`src/design/rx_core_pkg.sv`:
```
/* Shared definitions for the RX core slice: settings bus addresses,
   widths and FIFO depth, the control structs and the stream line types */
package rx_core_pkg;

   ////////////////////
   // Widths and depths
   localparam int SET_ADDR_W      = 8;
   localparam int SET_DATA_W      = 32;
   localparam int ADC_W           = 14;
   localparam int HALF_W          = 16;
   localparam int FIFO_DEPTH_LOG2 = 4;

   ////////////////////
   // Settings bus addresses
   localparam logic [SET_ADDR_W-1:0] SR_CLOCK      = 8'd0;
   localparam logic [SET_ADDR_W-1:0] SR_SERDES     = 8'd1;
   localparam logic [SET_ADDR_W-1:0] SR_ADC        = 8'd2;
   localparam logic [SET_ADDR_W-1:0] SR_LED_SW     = 8'd3;
   localparam logic [SET_ADDR_W-1:0] SR_PHY        = 8'd4;
   localparam logic [SET_ADDR_W-1:0] SR_LED_SRC    = 8'd8;
   localparam logic [SET_ADDR_W-1:0] SR_RX_CTRL    = 8'd176;
   localparam logic [SET_ADDR_W-1:0] SR_RX_LEN     = 8'd177;
   localparam logic [SET_ADDR_W-1:0] SR_RX_OVF_CLR = 8'd178;

   // Status LEDs under hardware control out of reset
   localparam logic [7:0] LED_SRC_AT_RESET = 8'b0001_1110;

   // One settings bus write
   typedef struct packed {
      logic                  stb;
      logic [SET_ADDR_W-1:0] addr;
      logic [SET_DATA_W-1:0] data;
   } set_bus_t;

   // Board control levels
   typedef struct packed {
      logic       clock_ready;
      logic [1:0] clk_en;
      logic [1:0] clk_sel;
      logic       ser_enable;
      logic       ser_prbsen;
      logic       ser_loopen;
      logic       ser_rx_en;
      logic       adc_oe_a;
      logic       adc_on_a;
      logic       adc_oe_b;
      logic       adc_on_b;
   } board_ctrl_t;

   typedef struct packed {
      logic              run;
      logic [HALF_W-1:0] len;
   } rx_ctrl_t;

   ////////////////////
   // Stream words
   typedef struct packed {
      logic [HALF_W-1:0] i;
      logic [HALF_W-1:0] q;
   } sample_t;

   typedef struct packed {
      logic [HALF_W-1:0] seq;
      logic [HALF_W-1:0] len;
   } header_t;

   typedef union packed {
      sample_t smp;
      header_t hdr;
   } rx_word_u;

   typedef struct packed {
      logic     sop;
      logic     eop;
      rx_word_u word;
   } rx_line_t;

endpackage

```
`src/design/settings_regs.sv`:
```
/* Settings bus decode into board control, LED and RX control registers,
   plus the per-bit LED source mux */
module settings_regs (
   input  logic                     dsp_clk,
   input  logic                     wb_rst,
   input  rx_core_pkg::set_bus_t    set_i,
   input  logic                     clk_status_i,
   input  logic                     serdes_link_up_i,
   input  logic                     rx_running_i,
   output rx_core_pkg::board_ctrl_t board_o,
   output logic                     phy_resetn_o,
   output logic [7:0]               leds_o,
   output rx_core_pkg::rx_ctrl_t    rx_ctrl_o,
   output logic                     ovf_clr_o
);

   rx_core_pkg::board_ctrl_t board_r;
   rx_core_pkg::rx_ctrl_t    rx_ctrl_r;
   logic                     phy_rst_r;
   logic [7:0]               led_sw_r;
   logic [7:0]               led_src_r;
   logic                     ovf_clr_r;
   logic [7:0]               led_hw;

   always_ff @(posedge dsp_clk) begin
      if (wb_rst) begin
         board_r   <= '0;
         rx_ctrl_r <= '0;
         phy_rst_r <= 1'b0;
         led_sw_r  <= '0;
         led_src_r <= rx_core_pkg::LED_SRC_AT_RESET;
         ovf_clr_r <= 1'b0;
      end else begin
         ovf_clr_r <= 1'b0;
         if (set_i.stb) begin
            case (set_i.addr)
               rx_core_pkg::SR_CLOCK:
                  {board_r.clock_ready, board_r.clk_en, board_r.clk_sel} <= set_i.data[4:0];
               rx_core_pkg::SR_SERDES:
                  {board_r.ser_enable, board_r.ser_prbsen,
                   board_r.ser_loopen, board_r.ser_rx_en} <= set_i.data[3:0];
               rx_core_pkg::SR_ADC:
                  {board_r.adc_oe_a, board_r.adc_on_a,
                   board_r.adc_oe_b, board_r.adc_on_b} <= set_i.data[3:0];
               rx_core_pkg::SR_LED_SW:     led_sw_r      <= set_i.data[7:0];
               rx_core_pkg::SR_PHY:        phy_rst_r     <= set_i.data[0];
               rx_core_pkg::SR_LED_SRC:    led_src_r     <= set_i.data[7:0];
               rx_core_pkg::SR_RX_CTRL:    rx_ctrl_r.run <= set_i.data[0];
               rx_core_pkg::SR_RX_LEN:     rx_ctrl_r.len <= set_i.data[15:0];
               // Strobe only, nothing stored
               rx_core_pkg::SR_RX_OVF_CLR: ovf_clr_r     <= 1'b1;
               default: ;
            endcase
         end
      end
   end

   ////////////////////
   // LED mux
   // Hardware word, bit 4 down to bit 1 is running, clock, link, zero
   assign led_hw = {3'b000, rx_running_i, clk_status_i, serdes_link_up_i, 2'b00};

   // Source bit set selects hardware status
   assign leds_o = (led_src_r & led_hw) | (~led_src_r & led_sw_r);

   assign board_o      = board_r;
   assign phy_resetn_o = ~phy_rst_r;
   assign rx_ctrl_o    = rx_ctrl_r;
   assign ovf_clr_o    = ovf_clr_r;

endmodule

```
`src/design/rx_sample_packer.sv`:
```
/* ADC capture under run control, packet boundary marking and
   sticky overrun when the downstream FIFO is full */
module rx_sample_packer (
   input  logic                            dsp_clk,
   input  logic                            wb_rst,
   input  logic [rx_core_pkg::ADC_W-1:0]   adc_a_i,
   input  logic [rx_core_pkg::ADC_W-1:0]   adc_b_i,
   input  rx_core_pkg::rx_ctrl_t           rx_ctrl_i,
   input  logic                            ovf_clr_i,
   input  logic                            dst_rdy_i,
   output rx_core_pkg::rx_line_t           line_o,
   output logic                            src_rdy_o,
   output logic                            running_o,
   output logic                            overrun_o
);

   logic [rx_core_pkg::HALF_W-1:0] cnt;
   logic [rx_core_pkg::HALF_W:0]   cnt_next;
   logic                           due;
   logic                           hold;
   logic                           drop;
   logic                           last;
   logic                           valid_r;
   logic                           overrun_r;
   rx_core_pkg::rx_line_t          line_r;

   function automatic logic [rx_core_pkg::HALF_W-1:0] sign_ext(
      input logic [rx_core_pkg::ADC_W-1:0] v
   );
      logic signed [rx_core_pkg::HALF_W-1:0] w;
      // Left-justify, then shift back down with the sign bit copied
      w = $signed({v, {(rx_core_pkg::HALF_W-rx_core_pkg::ADC_W){1'b0}}});
      return w >>> (rx_core_pkg::HALF_W - rx_core_pkg::ADC_W);
   endfunction

   // Sample due every cycle in a packet, or when a new one may start
   assign due      = rx_ctrl_i.run | (cnt != '0);
   // Previous line still waiting on a full FIFO
   assign hold     = valid_r & ~dst_rdy_i;
   assign drop     = due & hold;
   assign cnt_next = {1'b0, cnt} + 1'b1;
   assign last     = cnt_next >= {1'b0, rx_ctrl_i.len};

   always_ff @(posedge dsp_clk) begin
      if (wb_rst) begin
         cnt       <= '0;
         valid_r   <= 1'b0;
         overrun_r <= 1'b0;
      end else begin
         if (due && !hold) begin
            valid_r <= 1'b1;
            cnt     <= last ? '0 : cnt_next[rx_core_pkg::HALF_W-1:0];
         end else if (dst_rdy_i) begin
            valid_r <= 1'b0;
         end
         if (ovf_clr_i)
            overrun_r <= 1'b0;
         // A new drop wins over a clear in the same cycle
         if (drop)
            overrun_r <= 1'b1;
      end
   end

   always_ff @(posedge dsp_clk) begin
      if (due && !hold) begin
         line_r.sop        <= (cnt == '0);
         line_r.eop        <= last;
         line_r.word.smp.i <= sign_ext(adc_a_i);
         line_r.word.smp.q <= sign_ext(adc_b_i);
      end
   end

   assign line_o    = line_r;
   assign src_rdy_o = valid_r;
   assign running_o = due;
   assign overrun_o = overrun_r;

endmodule

```
`src/design/sample_fifo.sv`:
```
/* Sixteen-line circular buffer of stream lines with
   src_rdy/dst_rdy handshake on both sides */
module sample_fifo (
   input  logic                  dsp_clk,
   input  logic                  wb_rst,
   input  rx_core_pkg::rx_line_t in_line_i,
   input  logic                  in_src_rdy_i,
   output logic                  in_dst_rdy_o,
   output rx_core_pkg::rx_line_t out_line_o,
   output logic                  out_src_rdy_o,
   input  logic                  out_dst_rdy_i
);

   rx_core_pkg::rx_line_t                     mem [1 << rx_core_pkg::FIFO_DEPTH_LOG2];
   logic [rx_core_pkg::FIFO_DEPTH_LOG2-1:0]   wr_ptr;
   logic [rx_core_pkg::FIFO_DEPTH_LOG2-1:0]   rd_ptr;
   logic [rx_core_pkg::FIFO_DEPTH_LOG2:0]     count;
   logic                                      wr_en;
   logic                                      rd_en;

   // Top count bit set only when all lines are used
   assign in_dst_rdy_o  = ~count[rx_core_pkg::FIFO_DEPTH_LOG2];
   assign out_src_rdy_o = (count != '0);
   assign wr_en         = in_src_rdy_i & in_dst_rdy_o;
   assign rd_en         = out_src_rdy_o & out_dst_rdy_i;
   assign out_line_o    = mem[rd_ptr];

   always_ff @(posedge dsp_clk) begin
      if (wr_en)
         mem[wr_ptr] <= in_line_i;
   end

   always_ff @(posedge dsp_clk) begin
      if (wb_rst) begin
         wr_ptr <= '0;
         rd_ptr <= '0;
         count  <= '0;
      end else begin
         if (wr_en)
            wr_ptr <= wr_ptr + 1'b1;
         if (rd_en)
            rd_ptr <= rd_ptr + 1'b1;
         case ({wr_en, rd_en})
            2'b10:   count <= count + 1'b1;
            2'b01:   count <= count - 1'b1;
            default: count <= count;
         endcase
      end
   end

endmodule

```
`src/design/rx_framer.sv`:
```
/* Packet framer that puts a sequence/length header line in front of
   each packet and forwards the sample lines behind it */
module rx_framer (
   input  logic                  dsp_clk,
   input  logic                  wb_rst,
   input  rx_core_pkg::rx_line_t in_line_i,
   input  logic                  in_src_rdy_i,
   output logic                  in_dst_rdy_o,
   output rx_core_pkg::rx_line_t out_line_o,
   output logic                  out_src_rdy_o,
   input  logic                  out_dst_rdy_i,
   input  rx_core_pkg::rx_ctrl_t rx_ctrl_i
);

   typedef enum logic {
      ST_HDR,
      ST_BODY
   } state_t;

   state_t                         state;
   logic [rx_core_pkg::HALF_W-1:0] seq;
   rx_core_pkg::rx_line_t          hdr_line;
   rx_core_pkg::rx_line_t          body_line;
   logic                           out_fire;

   always_comb begin
      hdr_line              = '0;
      hdr_line.sop          = 1'b1;
      hdr_line.word.hdr.seq = seq;
      hdr_line.word.hdr.len = rx_ctrl_i.len;
      // Sop moves to the header
      body_line             = in_line_i;
      body_line.sop         = 1'b0;
   end

   ////////////////////
   // Output select
   always_comb begin
      if (state == ST_HDR) begin
         out_line_o    = hdr_line;
         out_src_rdy_o = in_src_rdy_i & in_line_i.sop;
         // Input held until the header is gone, stray lines are dropped
         in_dst_rdy_o  = ~in_line_i.sop;
      end else begin
         out_line_o    = body_line;
         out_src_rdy_o = in_src_rdy_i;
         in_dst_rdy_o  = out_dst_rdy_i;
      end
   end

   assign out_fire = out_src_rdy_o & out_dst_rdy_i;

   always_ff @(posedge dsp_clk) begin
      if (wb_rst) begin
         state <= ST_HDR;
         seq   <= '0;
      end else begin
         case (state)
            ST_HDR: begin
               if (out_fire) begin
                  state <= ST_BODY;
                  seq   <= seq + 1'b1;
               end
            end
            ST_BODY: begin
               if (out_fire && in_line_i.eop)
                  state <= ST_HDR;
            end
            default: state <= ST_HDR;
         endcase
      end
   end

endmodule

```
`src/design/rx_core_top.sv`:
```
/* RX core top: settings registers, sample packer,
   sample FIFO and framer */
module rx_core_top (
   input  logic                            dsp_clk,
   input  logic                            wb_rst,
   input  rx_core_pkg::set_bus_t           set_i,
   input  logic [rx_core_pkg::ADC_W-1:0]   adc_a_i,
   input  logic [rx_core_pkg::ADC_W-1:0]   adc_b_i,
   input  logic                            clk_status_i,
   input  logic                            serdes_link_up_i,
   output rx_core_pkg::board_ctrl_t        board_o,
   output logic                            phy_resetn_o,
   output logic [7:0]                      leds_o,
   output logic                            overrun_o,
   output rx_core_pkg::rx_line_t           out_line_o,
   output logic                            out_src_rdy_o,
   input  logic                            out_dst_rdy_i
);

   rx_core_pkg::rx_ctrl_t rx_ctrl;
   logic                  ovf_clr;
   logic                  running;

   // Packer to FIFO
   rx_core_pkg::rx_line_t pk_line;
   logic                  pk_src_rdy;
   logic                  pk_dst_rdy;

   // FIFO to framer
   rx_core_pkg::rx_line_t ff_line;
   logic                  ff_src_rdy;
   logic                  ff_dst_rdy;

   settings_regs u_settings_regs (
      .dsp_clk(dsp_clk), .wb_rst(wb_rst), .set_i(set_i),
      .clk_status_i(clk_status_i), .serdes_link_up_i(serdes_link_up_i),
      .rx_running_i(running),
      .board_o(board_o), .phy_resetn_o(phy_resetn_o), .leds_o(leds_o),
      .rx_ctrl_o(rx_ctrl), .ovf_clr_o(ovf_clr)
   );

   rx_sample_packer u_packer (
      .dsp_clk(dsp_clk), .wb_rst(wb_rst),
      .adc_a_i(adc_a_i), .adc_b_i(adc_b_i),
      .rx_ctrl_i(rx_ctrl), .ovf_clr_i(ovf_clr), .dst_rdy_i(pk_dst_rdy),
      .line_o(pk_line), .src_rdy_o(pk_src_rdy),
      .running_o(running), .overrun_o(overrun_o)
   );

   sample_fifo u_fifo (
      .dsp_clk(dsp_clk), .wb_rst(wb_rst),
      .in_line_i(pk_line), .in_src_rdy_i(pk_src_rdy), .in_dst_rdy_o(pk_dst_rdy),
      .out_line_o(ff_line), .out_src_rdy_o(ff_src_rdy), .out_dst_rdy_i(ff_dst_rdy)
   );

   rx_framer u_framer (
      .dsp_clk(dsp_clk), .wb_rst(wb_rst),
      .in_line_i(ff_line), .in_src_rdy_i(ff_src_rdy), .in_dst_rdy_o(ff_dst_rdy),
      .out_line_o(out_line_o), .out_src_rdy_o(out_src_rdy_o),
      .out_dst_rdy_i(out_dst_rdy_i), .rx_ctrl_i(rx_ctrl)
   );

endmodule

```
`config.mk`:
```
export PLATFORM = sky130hd
export DESIGN_NAME = rx_core_top
export DESIGN_NICKNAME = d
export VERILOG_FILES = /design/src/design/rx_core_pkg.sv /design/src/design/settings_regs.sv /design/src/design/rx_sample_packer.sv /design/src/design/sample_fifo.sv /design/src/design/rx_framer.sv /design/src/design/rx_core_top.sv
export SDC_FILE = /design/constraint.sdc
export NUM_CORES = 1
export LEC_CHECK = 0
export BUFFER_PORTS_ARGS = -buffer_cell sky130_fd_sc_hd__clkbuf_2
export CORE_UTILIZATION = 55
export CTS_BUF_LIST = sky130_fd_sc_hd__clkbuf_16
export CTS_CLUSTER_DIAMETER = 120
export DETAILED_ROUTE_END_ITERATION = 7
export GPL_ROUTABILITY_DRIVEN = 0
export PLACE_DENSITY_LB_ADDON = 0.1
export SYNTH_ARGS = -nofsm -noshare
export SYNTH_HDL_FRONTEND = slang
export SYNTH_SLANG_ARGS = --single-unit
```
`constraint.sdc`:
```
create_clock -name dsp_clk -period 3.9 [get_ports dsp_clk]
set_clock_uncertainty 0.05 [all_clocks]
set_input_delay 0.195 -clock dsp_clk [delete_from_list [all_inputs] [get_ports dsp_clk]]
set_output_delay 0.195 -clock dsp_clk [all_outputs]
set_load 0.05 [all_outputs]
```
# After elaboration in Yosys (flattened, before gate mapping)
# Memory sizes are Yosys's and may differ from the RTL's. A register that Yosys moved wholly into a read port is not among the register bits.
# Index checks and enable logic that the tools add are counted.
[totals]
out_inout_bits = 58
n_memories = 1
in_bits = 74
mem_bits_rw = 544
wordCells = 99
regBits = 128
[mem_list]
columns = ["name", "depth", "word_bits", "read_ports", "rd_ports_with_merged_regs", "write_ports", "line", "text"]
rows = [
  ["u_fifo.mem", 16, 34, 1, 1, 1, "sample_fifo.sv:14", "rx_core_pkg::rx_line_t mem [1 << rx_core_pkg::FIFO_DEPTH_LOG2];"],
]
[op_classes]
mux = 17
n_lt_le_gt_ge = 1
bitwise = 16
add_sub_neg = 6
n_reduce_logical = 19
eq_ne = 11
[op_table]
columns = ["op", "count"]
rows = [
  ["34-bit 2-to-1 mux", 1],
  ["8-bit equality test (second input constant)", 3],
  ["2-bit AND reduction", 9],
  ["16-bit by 1-bit adder with 17-bit output (second input constant)", 1],
  ["17-bit by 16-bit >= comparator with 1-bit output", 1],
  ["16-bit by 1-bit adder with 16-bit output (second input constant)", 1],
  ["8-bit by 2-bit equality test with 1-bit output (second input constant)", 2],
  ["16-bit logical NOT", 1],
  ["16-bit 2-to-1 mux", 1],
  ["16-bit nonzero test", 1],
  ["1-bit 2-to-1 mux", 11],
  ["5-bit one-hot mux with 2 select lines", 1],
  ["4-bit by 1-bit adder with 4-bit output (second input constant)", 2],
  ["8-bit by 5-bit bitwise AND with 8-bit output", 1],
  ["8-bit bitwise AND", 1],
  ["8-bit by 1-bit equality test with 1-bit output (second input constant)", 1],
  ["8-bit by 3-bit equality test with 1-bit output (second input constant)", 1],
  ["8-bit by 4-bit equality test with 1-bit output (second input constant)", 1],
  ["8-bit logical NOT", 1],
  ["4-bit 2-to-1 mux", 2],
  ["8-bit inverter", 1],
  ["8-bit bitwise OR", 1],
  ["1-bit bitwise AND", 6],
  ["5-bit by 1-bit adder with 5-bit output (second input constant)", 1],
  ["other kinds (12)", 18],
]

# Logic depth before layout (Yosys ltp)
[depth]
ltp_word = 7
depth_mapped = 13
depth_no_buf = 12

# Hierarchy
# From an unflattened synthesis, not the netlist that was laid out.
[hier_totals]
cells_unflattened = 1444
area_unflattened_um2 = 27123.5
[by_module_without_submodules]
columns = ["module", "seq_area_each_um2", "cells_each", "instances", "area_per_inst_um2"]
rows = [
  ["sample_fifo", 16676.0, 870, 1, 21333.0],
  ["rx_sample_packer", 1261.2, 246, 1, 2501.1],
  ["settings_regs", 960.9, 203, 1, 2145.8],
  ["rx_framer", 340.3, 125, 1, 1143.6],
]

# Least setup slack after synthesis
# OpenSTA, ideal clock, no wires.
[synth_path]
path_type = "register to register"
start = "register u_packer.cnt[2] in the netlist's numbering"
end = "register u_packer.cnt[10] in the netlist's numbering"
arrival_time_ns = 3.444
setup_slack_ns = 0.286
required_ns = 3.730
setup_ns = 0.120
path_stages_with_launch = 13
period_less_slack_ns = 3.614
cell_sequence = "dfxtp_1 > clkbuf_1 > nand2_1 > or4_1 > clkbuf_1 > nand2b_1 > xnor2_1 > ha_1 > o21ai_0 > o41ai_1 > nor4_1 > clkbuf_1 > a211o_1"
[synth_via]
elab_chain_cells = 3
[synth_lines]
columns = ["item", "line", "text"]
rows = [
  ["start: declaration", "rx_sample_packer.sv:17", "logic [rx_core_pkg::HALF_W-1:0] cnt;"],
  ["start signal: assignment", "rx_sample_packer.sv:52", "cnt <= last ? '0 : cnt_next[rx_core_pkg::HALF_W-1:0];"],
  ["16-bit by 1-bit adder with 17-bit output / 16-bit nonzero test (equally long branches)", "rx_sample_packer.sv:41, rx_sample_packer.sv:37", ""],
  ["17-bit by 16-bit >= comparator with 1-bit output / 1-bit bitwise OR (equally long branches)", "rx_sample_packer.sv:42, rx_sample_packer.sv:37", ""],
  ["16-bit 2-to-1 mux / 1-bit logical AND (equally long branches)", "rx_sample_packer.sv:52, rx_sample_packer.sv:50", ""],
]
# Parallel ways exist; a longest one is shown, timed or not.
# A chain may end at the register's enable or synchronous reset.

==> results.md <==
Status:
- The run finished with clean final reports.

Detailed routing:
- The average wire per cell in the routed design is 23.96 um.
- After detailed routing, the number of remaining DRC violations is 0.
- The final wirelength is between 50000 and 60000 um.
- Summing over every cut layer, the via total after detailed routing is 12710.
- The first-pass detailed-route iteration total is 5.
- After the first detailed-routing iteration, the DRC count stood at ~1300.
- The via count normalized by instance count is 5.839.
- The number of routed nets with antenna violations is 0.

Timing:
- Setup violations remaining at the end of the flow were counted as 0.
- At the pin with the least slew margin, the transition time is 1.086 ns.
- The worst slew slack as a fraction of its limit is 0.2762.
- Static timing analysis puts the maximum clock frequency at 0.2730 GHz.
- Setup repair after global routing left no endpoint under its margin.
- The setup total negative slack is 0 ns.
- The count of pins over their slew limit is 0.
- The hold violation count in the final report is 0.
- Counting I/O delays and the setup requirement, the final critical path takes between 3 and 4 ns.
- The final cycle utilization of the critical path is 0.9392.

Logic synthesis:
- Yosys mapped a number of flops with a built-in enable equal to approximately 500.
- The register area share after synthesis is 0.7140.
- The predominant post-synthesis flop cell is sky130_fd_sc_hd__edfxtp_1.
- Synthesis produced a netlist whose cell count is 1345.
- Counting distinct cell types in the post-synthesis netlist gives between 40 and 50.
- The fraction of registers with async set or reset after synthesis is 0.
- The number of nets handed over by synthesis was ~1400.
- The fraction of the mapped netlist area in simple logic gates is 0.05123.
- After synthesis the cells add up to 24250 um2.
- The number of warnings issued by yosys is 0.
- The main combinational cell family by area after synthesis is multiplexers.
- The mean area per synthesized cell is 18.03 um2.
- The synthesized design contains 610 register bits.
- The compound-gate portion of the synthesized area is 0.02507.
- The multiplexer share of the synthesized area is 0.1633.
- The synthesized-area fraction occupied by xor and xnor cells is 0.01336.
- Of the total synthesized cell area, the portion taken by full adders, half adders and majority gates is 0.01527.

Global route:
- The overall track demand over capacity in global routing is 0.2406.
- The initial antenna violation count is 4.
- The largest net degree at the start of global routing is 111.
- The first global-routing pass estimated 78030 um of wire.
- For this run the aggregate overflow at the end of global routing stands at 0.
- The number of global-route vias before repair was 12680.

Power and ir drop:
- The share of total power dissipated in combinational logic is 0.010.
- Internal power comes to 10380 uW.
- Of the total power, registers draw 0.543.
- The analysis attributes to net switching a power of 2450 uW.
- Of the total power, the share spent switching nets is 0.1909.
- In this run the static leakage power is roughly 0.0096 uW.
- The highest ir drop seen on vdd is 0.0003558 V.
- Of the total power, the clock network draws 0.448.
- Power spread over the standard cell area amounts to about 450 nW/um2.

Layout:
- The final instance area is between 20000 and 30000 um2.
- The repair_antennas step left the layout with diodes totalling 0.
- Leaving out fill and tap cells, the most frequent cells in the layout are sky130_fd_sc_hd__edfxtp_1, sky130_fd_sc_hd__mux4_2, sky130_fd_sc_hd__clkbuf_2.
- For this run, the post-layout net count is between 1500 and 2000.
- The commonest non-fill, non-tap cell in the layout is sky130_fd_sc_hd__edfxtp_1.
- The share of final-layout standard cells stronger than drive strength 1 is 0.2701.
- The layout overhead on the synthesized area is 16.63%.

Floorplan:
- The floorplan step defined a die boundary enclosing between 40000 and 50000 um2.
- The width of the chip is 212.0 um.
- The number of top-level design ports is 132.
- The effective utilization at floorplan is 0.5605.
- The initialized floorplan defines between 70 and 80 standard-cell rows.
- The core area is 43270 um2.
- The height of the die is 212.0 um.

CTS:
- The clock network latency to the later pin of the worst-skew pair is 0.63 ns.
- The total number of H-tree levels is 2.
- The clock net sink count is 610.
- The CTS root buffer is sky130_fd_sc_hd__clkbuf_16.
- The maximum number of buffers from clock root to sink is 3.
- After clock tree synthesis, the clock-pin slew on the worst setup and hold paths is 0.06 ns.
- TritonCTS built the clock tree.
- Post-CTS timing repair inserted 0 buffers for setup.
- The clock buffer count from CTS is 60.

Worst setup path:
- In this run the critical register-to-register path is captured at u_fifo.count[4]$_SDFFE_PP0P_.
- The delay contributed by the slowest stage of the critical path is 0.61 ns.
- Counting both buffers and inverters, the worst setup path holds a total of 2.
- The top fanout value on the critical path is 36.
- The slowest stage of the critical path belongs to the cell sky130_fd_sc_hd__mux4_2.
- In this design, the largest share of critical-path delay is due to multiplexers.
- Traced cell by cell, the critical path runs through buf_4 > mux4_2 > mux4_2 > mux2_2 > clkbuf_2.
- STA puts the critical path data arrival time at 3.42 ns.
- The reg-to-reg setup timing slack is 0.29 ns.
- The worst setup path is captured at a primary output.
- The worst reg2reg path depth is 10.
- The data required time at the worst endpoint is 3.65 ns.
- The cell that appears most often on the critical path is sky130_fd_sc_hd__mux4_2.
- The startpoint type of the worst setup path is a register.
- The worst setup path is of the reg -> out kind.

Place:
- Port buffering added 115 buffers.
- After detailed placement, the total cell area comes to around 26000 um2.
- The half-perimeter wire length after detailed placement is slightly below 30000 um.

Worst hold path:
- The cell depth of the worst hold path is 4.
- The critical hold path startpoint is set_i[32].
- The endpoint of the worst hold-timing path is u_settings_regs.board_o[3]$_SDFFE_PP0P_.
- The worst hold-check path type is in -> reg.

Flow run:
- The number of maximum-capacitance violations is 0.
[metrics by stage]
| stage | worst slack [ns] | std cells | utilization | total power [uW] | hold WS, ns |
|---|---|---|---|---|---|
| global placement | 0.3472 | 2013 | 0.5954 | 7187 | 0.3216 |
| finish | 0.2370 | 2177 | 0.6538 | 12830 | 0.04732 |
| CTS | 0.1493 | 2177 | 0.6538 | 12940 | 0.01406 |
| detailed placement | 0.3350 | 2013 | 0.5954 | 7189 | 0.3236 |
| floorplan | 0.2863 | 1345 | - | 7142 | 0.2439 |
| global route | 0.02273 | 2177 | 0.6538 | 13200 | 0.07336 |
[cell families after synthesis]
family / after synthesis
flip-flops: 610
AO/OA/AOI/OAI: 91
AND/OR/NAND/NOR: 263
adder cells (fa/ha/maj): 29
XOR/XNOR: 37
buffers and inverters: 108
multiplexers: 207
[worst max-delay path by stage]
stage,from,cells after the start,to
global placement,u_packer.cnt[2]$_SDFFE_PP0P_,11,u_packer.cnt[0]$_SDFFE_PP0P_
floorplan,u_packer.cnt[2]$_SDFFE_PP0P_,12,u_packer.cnt[10]$_SDFFE_PP0P_
CTS,register,5,out_line_o[27]
detailed placement,register,10,u_fifo.count[4]$_SDFFE_PP0P_
finish,register,5,out_line_o[27]
global route,u_packer.cnt[1]$_SDFFE_PP0P_,13,u_packer.cnt[4]$_SDFFE_PP0P_
[worst min-delay path: cells and delay by family]
| kind | cells | cell delay [ns] |
|---|---|---|
| buffers and inverters | 1 | 0.12 |
| muxes | 1 | 0.14 |
| and+or+nand+nor | 2 | 0.21 |
[registers in the layout (all words and copies together) (netlist names), 4 cells and up, named ones only]
name,cells
u_packer.line_o,30
u_settings_regs.board_o,13
u_fifo.rd_ptr,4
u_fifo.mem,480
u_framer.seq,16
u_settings_regs.led_src_r,8
u_settings_regs.rx_ctrl_o,17
u_fifo.count,5
u_settings_regs.led_sw_r,8
u_packer.cnt,16
u_fifo.wr_ptr,4
[cell type report]
| class | count | area, um2 |
|---|---|---|
| clock buffers | 61 | 1526 |
| inverters | 35 | 131.4 |
| fillers | 2974 | 14980 |
| multi-input cells | 627 | 6623 |
| repair buffers | 210 | 1489 |
| flip-flops and latches | 610 | 17330 |
| clock inverters | 49 | 456.7 |
| well taps | 585 | 732.0 |
[synth_stat cells (all sizes together), types with 11 or more instances]
cell / count / area (um2)
edfxtp: 510 / 15310
mux4: 149 / 3359
nor2: 108 / 405.4
dfxtp: 100 / 2002
nand2: 51 / 191.4
clkbuf: 48 / 180.2
mux2i: 42 / 420.4
inv: 35 / 131.4
ha: 28 / 350.3
buf: 25 / 118.9
o21ai: 25 / 125.1
a21oi: 20 / 100.1
nand3: 20 / 100.1
xor2: 19 / 166.4
xnor2: 18 / 157.7
mux2: 16 / 180.2
nand4: 11 / 68.82
nor2b: 11 / 68.82
nor4: 11 / 68.82
[power by group through the flow]
stage          Sequential [uW]  Combinational, uW  Clock, uW
2_1_floorplan             7100               36.9          0
3_3_place_gp              7100               84.1          0
3_5_place_dp              7100               85.2          0
4_1_cts                   6960                123       5850
5_1_grt                   6960                132       6110
6_report                  6960                123       5750
[metal layers]
layer  global-route usage  up-vias  part of all wire
met4              0.06397        2             0.022
met3              0.04180       78             0.061
met5                    0        -           0.00025
li1                     -     5712                 -
met1               0.3341     6503              0.42
met2               0.3969      417              0.49
[what timing repair did]
item | in CTS | in global routing
hold buffers | 54 | 0
resized for setup | 0 | 0
hold endpoints to repair | 76 | 0
No activity file was read; power rests on OpenSTA's default activity.
